`config.mk`:
```
export PLATFORM = sky130hd
export DESIGN_NAME = t2_header_top
export DESIGN_NICKNAME = d
export VERILOG_FILES = /design/src/verilog/t2_pkg.sv /design/src/verilog/tag_tree_if.sv /design/src/verilog/zero_plane_fill.sv /design/src/verilog/tag_tree_level.sv /design/src/verilog/packet_header_gen.sv /design/src/verilog/t2_header_top.sv
export VERILOG_INCLUDE_DIRS = /design/src /design/src/verilog
export SDC_FILE = /design/constraint.sdc
export NUM_CORES = 2
export LEC_CHECK = 0
export BUFFER_PORTS_ARGS = -buffer_cell sky130_fd_sc_hd__buf_2
export CAP_MARGIN = 20
export CORE_AREA = 3 3 405 247
export DETAILED_ROUTE_END_ITERATION = 10
export DIE_AREA = 0 0 408 250
export GPL_TIMING_DRIVEN = 0
export PLACE_DENSITY = 0.77
export SKIP_CTS_REPAIR_TIMING = 1
export SLEW_MARGIN = 20
export SYNTH_ARGS = -nofsm -noshare
export SYNTH_HDL_FRONTEND = slang
export SYNTH_SLANG_ARGS = --single-unit
export TNS_END_PERCENT = 20
```
`constraint.sdc`:
```
create_clock -name clk -period 46.3 [get_ports clk]
set_clock_uncertainty 0.2 [all_clocks]
set_input_delay 0 -clock clk [delete_from_list [all_inputs] [get_ports clk]]
set_output_delay 0 -clock clk [all_outputs]
set_load 0.05 [all_outputs]
```
`src/verilog/t2_consts.svh`:
```
`ifndef T2_CONSTS_SVH
`define T2_CONSTS_SVH

`default_nettype none

// Field and sample widths
`define T2_ZB_W        6
`define T2_PASS_W      9
`define T2_FIELD_W     32
`define T2_BITCNT_W    6
`define T2_PKT_IDX_W   16

// Precinct geometry, 8x8 code blocks reduced over three levels
`define T2_GRID        8
`define T2_LEVELS      3

// SOP marker followed by its segment length
`define T2_SOP_WORD    32'hFF91_0004

`default_nettype wire

`endif

```
`src/verilog/t2_pkg.sv`:
```
`include "t2_consts.svh"
`default_nettype none

package t2_pkg;

    typedef logic [`T2_ZB_W-1:0]              zb_t;
    typedef logic [`T2_PASS_W-1:0]            pass_t;
    typedef logic [`T2_FIELD_W-1:0]           field_t;
    typedef logic [`T2_BITCNT_W-1:0]          bit_cnt_t;
    typedef logic [$clog2(`T2_GRID)-1:0]      cb_coord_t;
    typedef logic [`T2_PKT_IDX_W-1:0]         pkt_index_t;

    // Header generator FSM
    typedef enum logic [2:0] {
        HDR_IDLE,
        HDR_SOP,
        HDR_INDEX,
        HDR_TAG,
        HDR_PASS,
        HDR_LAST_WAIT
    } hdr_state_t;

endpackage

`default_nettype wire

```
`src/verilog/tag_tree_if.sv`:
```
`timescale 1ns/1ps
`include "t2_consts.svh"
`default_nettype none

interface tag_tree_if;

    // Level k holds (8>>k)^2 nodes in raster order, rest unused
    t2_pkg::zb_t node [`T2_LEVELS+1][`T2_GRID*`T2_GRID];

    // One-cycle strobe per level, set when that level has new values
    logic        load [`T2_LEVELS+1];

    // High while a packet header is being emitted
    logic        busy;

    modport fill_mp (
        output node,
        output load,
        input  busy
    );

    // A level reads node/load k and drives node/load k+1
    modport level_mp (
        output node,
        output load
    );

    modport hdr_mp (
        input  node,
        input  load,
        output busy
    );

endinterface

`default_nettype wire

```
`src/verilog/zero_plane_fill.sv`:
```
`timescale 1ns/1ps
`include "t2_consts.svh"
`default_nettype none

module zero_plane_fill (
    input  logic            clk,
    input  logic            rst_n,

    input  logic            zb_valid_i,
    input  t2_pkg::zb_t     zb_data_i,
    output logic            zb_ready_o,

    tag_tree_if.fill_mp     tree
);

    localparam int N_LEAF = `T2_GRID * `T2_GRID;
    localparam int CNT_W  = $clog2(N_LEAF);

    logic [CNT_W-1:0]   wr_cnt;
    logic               full;
    logic               load_q;
    logic               take;
    logic               copy;

    t2_pkg::zb_t        fill_buf [N_LEAF];
    t2_pkg::zb_t        leaf_q   [N_LEAF];

    assign zb_ready_o = !full;
    assign take       = zb_valid_i && !full;

    // Hand over only when the previous header is done with the leaves
    assign copy       = full && !tree.busy;

    //------------------------------------------------------------
    // Write counter and full flag
    //------------------------------------------------------------
    always_ff @(posedge clk or negedge rst_n) begin
        if (!rst_n) begin
            wr_cnt <= '0;
            full   <= 1'b0;
            load_q <= 1'b0;
        end else begin
            load_q <= 1'b0;
            if (take) begin
                // Counter wraps to zero on the 64th value
                wr_cnt <= wr_cnt + 1'b1;
                if (wr_cnt == CNT_W'(N_LEAF - 1)) begin
                    full <= 1'b1;
                end
            end else if (copy) begin
                full   <= 1'b0;
                load_q <= 1'b1;
            end
        end
    end

    //------------------------------------------------------------
    // Fill buffer and leaf snapshot
    //------------------------------------------------------------
    always_ff @(posedge clk) begin
        if (take) begin
            fill_buf[wr_cnt] <= zb_data_i;
        end
        if (copy) begin
            leaf_q <= fill_buf;
        end
    end

    assign tree.node[0] = leaf_q;
    assign tree.load[0] = load_q;

endmodule

`default_nettype wire

```
`src/verilog/tag_tree_level.sv`:
```
`timescale 1ns/1ps
`include "t2_consts.svh"
`default_nettype none

module tag_tree_level #(
    parameter int SIDE_IN = 8,
    parameter int LEVEL   = 0
) (
    input  logic            clk,
    input  logic            rst_n,

    tag_tree_if.level_mp    tree
);

    localparam int SIDE_OUT = SIDE_IN / 2;
    localparam int N_OUT    = SIDE_OUT * SIDE_OUT;
    localparam int N_ALL    = `T2_GRID * `T2_GRID;

    logic load_q;

    // Parent node is the minimum of its 2x2 children
    for (genvar oy = 0; oy < SIDE_OUT; oy++) begin : g_row
        for (genvar ox = 0; ox < SIDE_OUT; ox++) begin : g_col
            localparam int C0 = (2 * oy) * SIDE_IN + 2 * ox;
            localparam int C1 = C0 + SIDE_IN;

            t2_pkg::zb_t top_min;
            t2_pkg::zb_t bot_min;
            t2_pkg::zb_t min_q;

            assign top_min = (tree.node[LEVEL][C0] < tree.node[LEVEL][C0+1]) ?
                             tree.node[LEVEL][C0] : tree.node[LEVEL][C0+1];
            assign bot_min = (tree.node[LEVEL][C1] < tree.node[LEVEL][C1+1]) ?
                             tree.node[LEVEL][C1] : tree.node[LEVEL][C1+1];

            always_ff @(posedge clk) begin
                if (tree.load[LEVEL]) begin
                    min_q <= (top_min < bot_min) ? top_min : bot_min;
                end
            end

            assign tree.node[LEVEL+1][oy*SIDE_OUT+ox] = min_q;
        end
    end

    // Entries beyond this level's grid are tied off
    for (genvar i = N_OUT; i < N_ALL; i++) begin : g_unused
        assign tree.node[LEVEL+1][i] = '0;
    end

    always_ff @(posedge clk or negedge rst_n) begin
        if (!rst_n) begin
            load_q <= 1'b0;
        end else begin
            load_q <= tree.load[LEVEL];
        end
    end

    assign tree.load[LEVEL+1] = load_q;

endmodule

`default_nettype wire

```
`src/verilog/packet_header_gen.sv`:
```
`timescale 1ns/1ps
`include "t2_consts.svh"
`default_nettype none

module packet_header_gen (
    input  logic                clk,
    input  logic                rst_n,

    tag_tree_if.hdr_mp          tree,

    input  logic                pass_valid_i,
    input  t2_pkg::pass_t       pass_data_i,
    output logic                pass_ready_o,

    output logic                hdr_valid_o,
    output logic                hdr_last_o,
    output t2_pkg::field_t      hdr_data_o,
    output t2_pkg::bit_cnt_t    hdr_bit_cnt_o,
    output logic                hdr_insert_zero_o,
    input  logic                hdr_ready_i
);

    localparam t2_pkg::cb_coord_t CB_LAST = t2_pkg::cb_coord_t'(`T2_GRID - 1);

    t2_pkg::hdr_state_t     state;
    t2_pkg::cb_coord_t      cb_y;
    t2_pkg::cb_coord_t      cb_x;
    logic [1:0]             tag_lvl;
    t2_pkg::pkt_index_t     pkt_idx;
    logic                   busy_q;
    logic                   fire;

    t2_pkg::cb_coord_t      tag_y;
    t2_pkg::cb_coord_t      tag_x;
    logic [1:0]             tag_lvl_n;
    t2_pkg::zb_t            tag_val;

    t2_pkg::pass_t          d3;
    t2_pkg::pass_t          d6;
    t2_pkg::pass_t          d37;
    t2_pkg::field_t         code_data;
    t2_pkg::bit_cnt_t       code_bits;

    // Highest tree level first visible at block (y, x)
    function automatic logic [1:0] first_level(input t2_pkg::cb_coord_t y,
                                               input t2_pkg::cb_coord_t x);
        if (y == '0 && x == '0) begin
            return 2'd3;
        end else if (y[1:0] == 2'b00 && x[1:0] == 2'b00) begin
            return 2'd2;
        end else if (!y[0] && !x[0]) begin
            return 2'd1;
        end
        return 2'd0;
    endfunction

    assign fire         = hdr_valid_o && hdr_ready_i;
    assign pass_ready_o = (state == t2_pkg::HDR_PASS) && !hdr_valid_o;
    assign tree.busy    = busy_q;

    //------------------------------------------------------------
    // Next tag field: block and level to present after a transfer
    //------------------------------------------------------------
    always_comb begin
        tag_y     = cb_y;
        tag_x     = cb_x;
        tag_lvl_n = tag_lvl - 2'd1;
        if (state == t2_pkg::HDR_INDEX) begin
            tag_y     = '0;
            tag_x     = '0;
            tag_lvl_n = 2'd3;
        end else if (state == t2_pkg::HDR_PASS) begin
            // Raster step to the next code block
            {tag_y, tag_x} = {cb_y, cb_x} + 1'b1;
            tag_lvl_n      = first_level(tag_y, tag_x);
        end

        case (tag_lvl_n)
            2'd3:    tag_val = tree.node[3][0];
            2'd2:    tag_val = tree.node[2][{tag_y[2], tag_x[2]}];
            2'd1:    tag_val = tree.node[1][{tag_y[2:1], tag_x[2:1]}];
            default: tag_val = tree.node[0][{tag_y, tag_x}];
        endcase
    end

    //------------------------------------------------------------
    // Pass-count codeword
    //------------------------------------------------------------
    assign d3  = pass_data_i - 9'd3;
    assign d6  = pass_data_i - 9'd6;
    assign d37 = pass_data_i - 9'd37;

    always_comb begin
        if (pass_data_i == 9'd1) begin
            code_data = '0;
            code_bits = 6'd1;
        end else if (pass_data_i == 9'd2) begin
            code_data = t2_pkg::field_t'(2'b10);
            code_bits = 6'd2;
        end else if (pass_data_i <= 9'd5) begin
            code_data = t2_pkg::field_t'({2'b11, d3[1:0]});
            code_bits = 6'd4;
        end else if (pass_data_i <= 9'd36) begin
            code_data = t2_pkg::field_t'({4'b1111, d6[4:0]});
            code_bits = 6'd9;
        end else begin
            code_data = t2_pkg::field_t'({9'h1ff, d37[6:0]});
            code_bits = 6'd16;
        end
    end

    //------------------------------------------------------------
    // Header FSM
    //------------------------------------------------------------
    always_ff @(posedge clk or negedge rst_n) begin
        if (!rst_n) begin
            state             <= t2_pkg::HDR_IDLE;
            cb_y              <= '0;
            cb_x              <= '0;
            tag_lvl           <= '0;
            pkt_idx           <= '0;
            busy_q            <= 1'b0;
            hdr_valid_o       <= 1'b0;
            hdr_last_o        <= 1'b0;
            hdr_data_o        <= '0;
            hdr_bit_cnt_o     <= '0;
            hdr_insert_zero_o <= 1'b0;
        end else begin
            case (state)
                t2_pkg::HDR_IDLE: begin
                    if (tree.load[0]) begin
                        busy_q <= 1'b1;
                    end
                    if (tree.load[3]) begin
                        state         <= t2_pkg::HDR_SOP;
                        hdr_valid_o   <= 1'b1;
                        hdr_data_o    <= `T2_SOP_WORD;
                        hdr_bit_cnt_o <= 6'd32;
                    end
                end
                t2_pkg::HDR_SOP: begin
                    if (fire) begin
                        state         <= t2_pkg::HDR_INDEX;
                        hdr_data_o    <= t2_pkg::field_t'(pkt_idx);
                        hdr_bit_cnt_o <= 6'd16;
                    end
                end
                t2_pkg::HDR_INDEX, t2_pkg::HDR_TAG: begin
                    if (fire) begin
                        if (state == t2_pkg::HDR_TAG && tag_lvl == 2'd0) begin
                            // Leaf sent, wait for the pass count
                            state             <= t2_pkg::HDR_PASS;
                            hdr_valid_o       <= 1'b0;
                            hdr_insert_zero_o <= 1'b0;
                        end else begin
                            state             <= t2_pkg::HDR_TAG;
                            tag_lvl           <= tag_lvl_n;
                            hdr_data_o        <= t2_pkg::field_t'(tag_val);
                            hdr_bit_cnt_o     <= t2_pkg::bit_cnt_t'(tag_val) + 1'b1;
                            hdr_insert_zero_o <= 1'b1;
                        end
                    end
                end
                t2_pkg::HDR_PASS: begin
                    if (!hdr_valid_o && pass_valid_i) begin
                        hdr_valid_o   <= 1'b1;
                        hdr_data_o    <= code_data;
                        hdr_bit_cnt_o <= code_bits;
                        if (cb_y == CB_LAST && cb_x == CB_LAST) begin
                            state      <= t2_pkg::HDR_LAST_WAIT;
                            hdr_last_o <= 1'b1;
                        end
                    end else if (fire) begin
                        // Codeword taken, open the next block
                        state             <= t2_pkg::HDR_TAG;
                        cb_y              <= tag_y;
                        cb_x              <= tag_x;
                        tag_lvl           <= tag_lvl_n;
                        hdr_data_o        <= t2_pkg::field_t'(tag_val);
                        hdr_bit_cnt_o     <= t2_pkg::bit_cnt_t'(tag_val) + 1'b1;
                        hdr_insert_zero_o <= 1'b1;
                    end
                end
                t2_pkg::HDR_LAST_WAIT: begin
                    if (fire) begin
                        state       <= t2_pkg::HDR_IDLE;
                        hdr_valid_o <= 1'b0;
                        hdr_last_o  <= 1'b0;
                        busy_q      <= 1'b0;
                        cb_y        <= '0;
                        cb_x        <= '0;
                        pkt_idx     <= pkt_idx + 1'b1;
                    end
                end
                default: begin
                    state <= t2_pkg::HDR_IDLE;
                end
            endcase
        end
    end

endmodule

`default_nettype wire

```
`src/verilog/t2_header_top.sv`:
```
`timescale 1ns/1ps
`include "t2_consts.svh"
`default_nettype none

module t2_header_top (
    input  logic                clk,
    input  logic                rst_n,

    // Zero-bitplane stream, 64 values per tile in raster order
    input  logic                zb_valid_i,
    input  t2_pkg::zb_t         zb_data_i,
    output logic                zb_ready_o,

    // Pass counts, one per code block
    input  logic                pass_valid_i,
    input  t2_pkg::pass_t       pass_data_i,
    output logic                pass_ready_o,

    // Header field stream
    output logic                hdr_valid_o,
    output logic                hdr_last_o,
    output t2_pkg::field_t      hdr_data_o,
    output t2_pkg::bit_cnt_t    hdr_bit_cnt_o,
    output logic                hdr_insert_zero_o,
    input  logic                hdr_ready_i
);

    tag_tree_if tree ();

    zero_plane_fill u_fill (
        .clk        (clk),
        .rst_n      (rst_n),
        .zb_valid_i (zb_valid_i),
        .zb_data_i  (zb_data_i),
        .zb_ready_o (zb_ready_o),
        .tree       (tree.fill_mp)
    );

    // 8x8 -> 4x4 -> 2x2 -> 1
    for (genvar k = 0; k < `T2_LEVELS; k++) begin : g_level
        tag_tree_level #(
            .SIDE_IN (`T2_GRID >> k),
            .LEVEL   (k)
        ) u_level (
            .clk   (clk),
            .rst_n (rst_n),
            .tree  (tree.level_mp)
        );
    end

    packet_header_gen u_hdr (
        .clk               (clk),
        .rst_n             (rst_n),
        .tree              (tree.hdr_mp),
        .pass_valid_i      (pass_valid_i),
        .pass_data_i       (pass_data_i),
        .pass_ready_o      (pass_ready_o),
        .hdr_valid_o       (hdr_valid_o),
        .hdr_last_o        (hdr_last_o),
        .hdr_data_o        (hdr_data_o),
        .hdr_bit_cnt_o     (hdr_bit_cnt_o),
        .hdr_insert_zero_o (hdr_insert_zero_o),
        .hdr_ready_i       (hdr_ready_i)
    );

endmodule

`default_nettype wire

```
==> reports/results.tsv <==
metric	value	unit
WL/cell	30.3	um
core area	96100	um2
Reg clk slew, reported paths	0.06	ns
sequential cell area	28500	um2
top routing layer used	met5	
Iteration-0 DRC Markers	6394	
Worst Max-Slew Pin Slew	1.27	ns
DR WL met2	60.8	mm
CP max FO	10	
Synth top area share	55.9	%
Worst Hold Class	in -> reg	
switching power share of the total	36.9	%
CP Cell Sequence	ha_1 > ha_1 > and4bb_2 > a211oi_4 > nor2_1 > clkbuf_1 > a32oi_1 > o2111ai_1 > o211ai_1 > o31ai_1 > o211ai_2 > ha_1 > xnor2_1 > o221ai_1 > dlygate4sd3_1	
DR WL met3	28.4	mm
die width	408	um
failing checks	negative hold slack	
layout cell share with drive strength beyond 1	9.41	%
area leader, netlist	edfxtp_1	
total grt overflow	0	
number of synthesis warnings	0	
Setup Crit Path Kind	reg -> reg	
Post-Synthesis Cells	3941	
Worst setup EP type	flip-flop	
Vias	35000	
Routed Antenna Nets	0	
Internal Power	0.00160	W
vias per cell	6.32	
Final #Nets	4502	
dpl ws	40.31	ns
gr usage total	32.1	%
PortBufs	57	
footprint of the multi-input gates	17400	um2
area delta synth->final	12.6	%
cts bufs inserted	89	
Comb pwr share	30.1	%
final setup vio count	0	
achievable frequency	0.150	GHz
number of remaining DRC errors	0	
die footprint	102000	um2
Final Critical Period	6.65	ns
Die Span Y	250	um
final worst-path cycle share	14.4	%
Final Slew Violations	0	
final core occ	56.3	%
delay-heaviest family, CP	compound AO/OA/AOI/OAI gates	
Mean Syn Cell Area	12.2	um2
arrival time worst endpoint	7.03	ns
Setup crit start	u_hdr.cb_x[0]	
initial antenna violation count	10	
Slowest cell on crit path	a211oi_4	
#FFs+latches synth	959	
CP Buf/Inv Count	2	
Clock H-tree levels	3	
clock share of power	30.9	%
most frequent CP cell	ha_1	
Max-Cap Viols	0	
met1 WL	72.3	mm
RSZ-0062 raised after global routing	no	
DRT Pass-1 Iters	8	
vias in the first global route	31600	
Synth area leaders	edfxtp_1 56%, ha_1 8.5%, mux2i_1 5.0%	
asr flop ratio synth	6.78	%
Leakage	21.7	nW
Post-synth EDFFs	894	
Yosys cell types	88	
Hold WS	-0.00448	ns
clk_lat worst skew	0.72	ns
CP Data Required Time	46.68	ns
worst r2r src	u_hdr.cb_x[0]	
dominant synthesized flop cell	edfxtp_1	
first-pass GRT wire length	233	mm
CTS tree	built	
Ports	63	
Hold Startpoint	pass_data_i[7]	
critical path launch point type	flip-flop	
clk sink count	959	
Max VDD drop	0.0000425	V
Final TNS setup	0	ns
cell with the most instances after synthesis	edfxtp_1	
register area share after synthesis	59.3	%
hpwl dp	123	mm
Post-Syn Area	48000	um2
initial core utilization	50.0	%
status	complete, but fails checks	
Rows	88	
routability cong.	1.05	
switching power	0.000936	W
Setup WS post-layout	39.65	ns
Seq pwr share	39.0	%
Critical Path Max Stage Delay	0.85	ns
power per cell area	46.9	nW/um2
max_slew headroom	12.9	%
filler instances	7833	
drt total wl	168	mm
most frequent cells after synthesis	894 x edfxtp_1, 358 x a21oi_1, 355 x nor2_1, 336 x nand2_1, 333 x inv_1	
CTS Root Cell	clkbuf_16	
clk buf depth	3	
largest net degree at the start of global routing	48	
Final Hold Vio Count	1	
-- cell usage in the layout, fill, tap and decap left out, types with 12 or more instances in the layout --
cell           Yosys  routed
clkbuf_1          78      89
a31oi_1           18      18
a21boi_0          20      20
xnor2_1           19      19
nand3_1           38      38
a32oi_1           22      22
inv_1            333     333
mux2i_1          242     242
o21ai_0           58      58
edfxtp_1         894     894
o2111ai_1         28      28
buf_2             45      95
ha_1             326     326
dfrtp_1           65      64
a2111oi_0         21      21
o221ai_1          15      15
clkbuf_16          0      92
nand2_1          336     336
buf_6             12      13
a21oi_1          358     357
o21a_1            23      23
buf_4             33      44
and3_1            27      27
dlygate4sd3_1      0      31
mux2_2            27      27
nand4_1           15      15
nand2b_1          52      52
nor3_1            28      25
buf_12             0      17
a21o_1           174     174
a211oi_1          12      12
o211ai_1          69      69
a311oi_1          15      15
nor2_1           355     353
clkinv_2           0      13
-- per-stage QoR --
stage	hold slack [ns]	power [W]	cell area [um2]	cells
global route	0.0306	0.00257	54100	5535
floorplan	-0.496	0.00139	48100	3945
finish	-0.00448	0.00254	54100	5538
global placement	0.147	0.00170	50000	5307
detailed placement	-0.253	0.00171	50600	5337
CTS	-1.01	0.00248	53700	5502
-- state kept, by name, indices dropped and copies added, names as in the netlist, 6 cells and up --
register,flops
g_level.u_level.g_row.g_col.min_q,126
u_fill.fill_buf,384
u_fill.tree.node,384
u_fill.wr_cnt,6
u_hdr.hdr_bit_cnt_o,6
u_hdr.hdr_data_o,17
u_hdr.pkt_idx,16
-- routing by layer --
layer / vias to the layer above / track usage [%]
met4: 10 / 9.71
met1: 17000 / 49.7
met5: - / 1.16
met3: 408 / 13.5
li1: 15000 / -
met2: 2642 / 39.5
-- area by class of cell --
class / instances / share of cell area, %
sequential: 959 / 52.6
multi-input combinational: 2477 / 32.2
clock buffer: 109 / 4.45
tap: 1305 / 3.02
timing repair buffer: 120 / 2.32
inverter: 333 / 2.31
buffer: 176 / 1.77
clock inverter: 56 / 1.28
antenna: 3 / 0.0139
-- cell families after synthesis --
family          Yosys count  share of synthesized area, %
compound gates          938                          13.0
xor+xnor                 30                         0.547
buf+inv                 509                          4.59
other cells               1                       0.00781
simple gates            906                          8.28
fa+ha+maj               326                          8.49
mux                     272                          5.82
flops                   959                          59.3
-- worst paths after layout --
path,endpoint,slack [ns],depth (start not counted)
setup / recovery,u_hdr.hdr_bit_cnt_o[2],39.65,15
hold / removal,u_hdr.hdr_data_o[2],-0.004,7
setup reg to reg,u_hdr.hdr_bit_cnt_o[2],39.65,15
hold reg to reg,u_fill.tree.node[1501],0.21,0
max in group asynchronous,u_fill.load_q,45.29,5
min in group asynchronous,u_hdr.hdr_data_o[15],0.13,4
-- power groups by stage --
stage	registers [W]	logic, W	clock network, W
3_3_place_gp	0.00101	0.000688	0
3_5_place_dp	0.00101	0.000701	0
6_report	0.000990	0.000764	0.000784
2_1_floorplan	0.00102	0.000365	0
4_1_cts	0.000989	0.000704	0.000789
5_1_grt	0.000991	0.000761	0.000822
-- worst register-to-register path, cell delays in order, from the launching register on --
cell and delay, ns:
dfrtp_1 0.44, ha_1 0.32, ha_1 0.35, and4bb_2 0.29, a211oi_4 0.85, nor2_1 0.38
clkbuf_1 0.59, a32oi_1 0.66, o2111ai_1 0.33, o211ai_1 0.41, o31ai_1 0.16, o211ai_2 0.48
ha_1 0.28, xnor2_1 0.12, o221ai_1 0.12, dlygate4sd3_1 0.57
No activity file was read; power rests on OpenSTA's default activity.
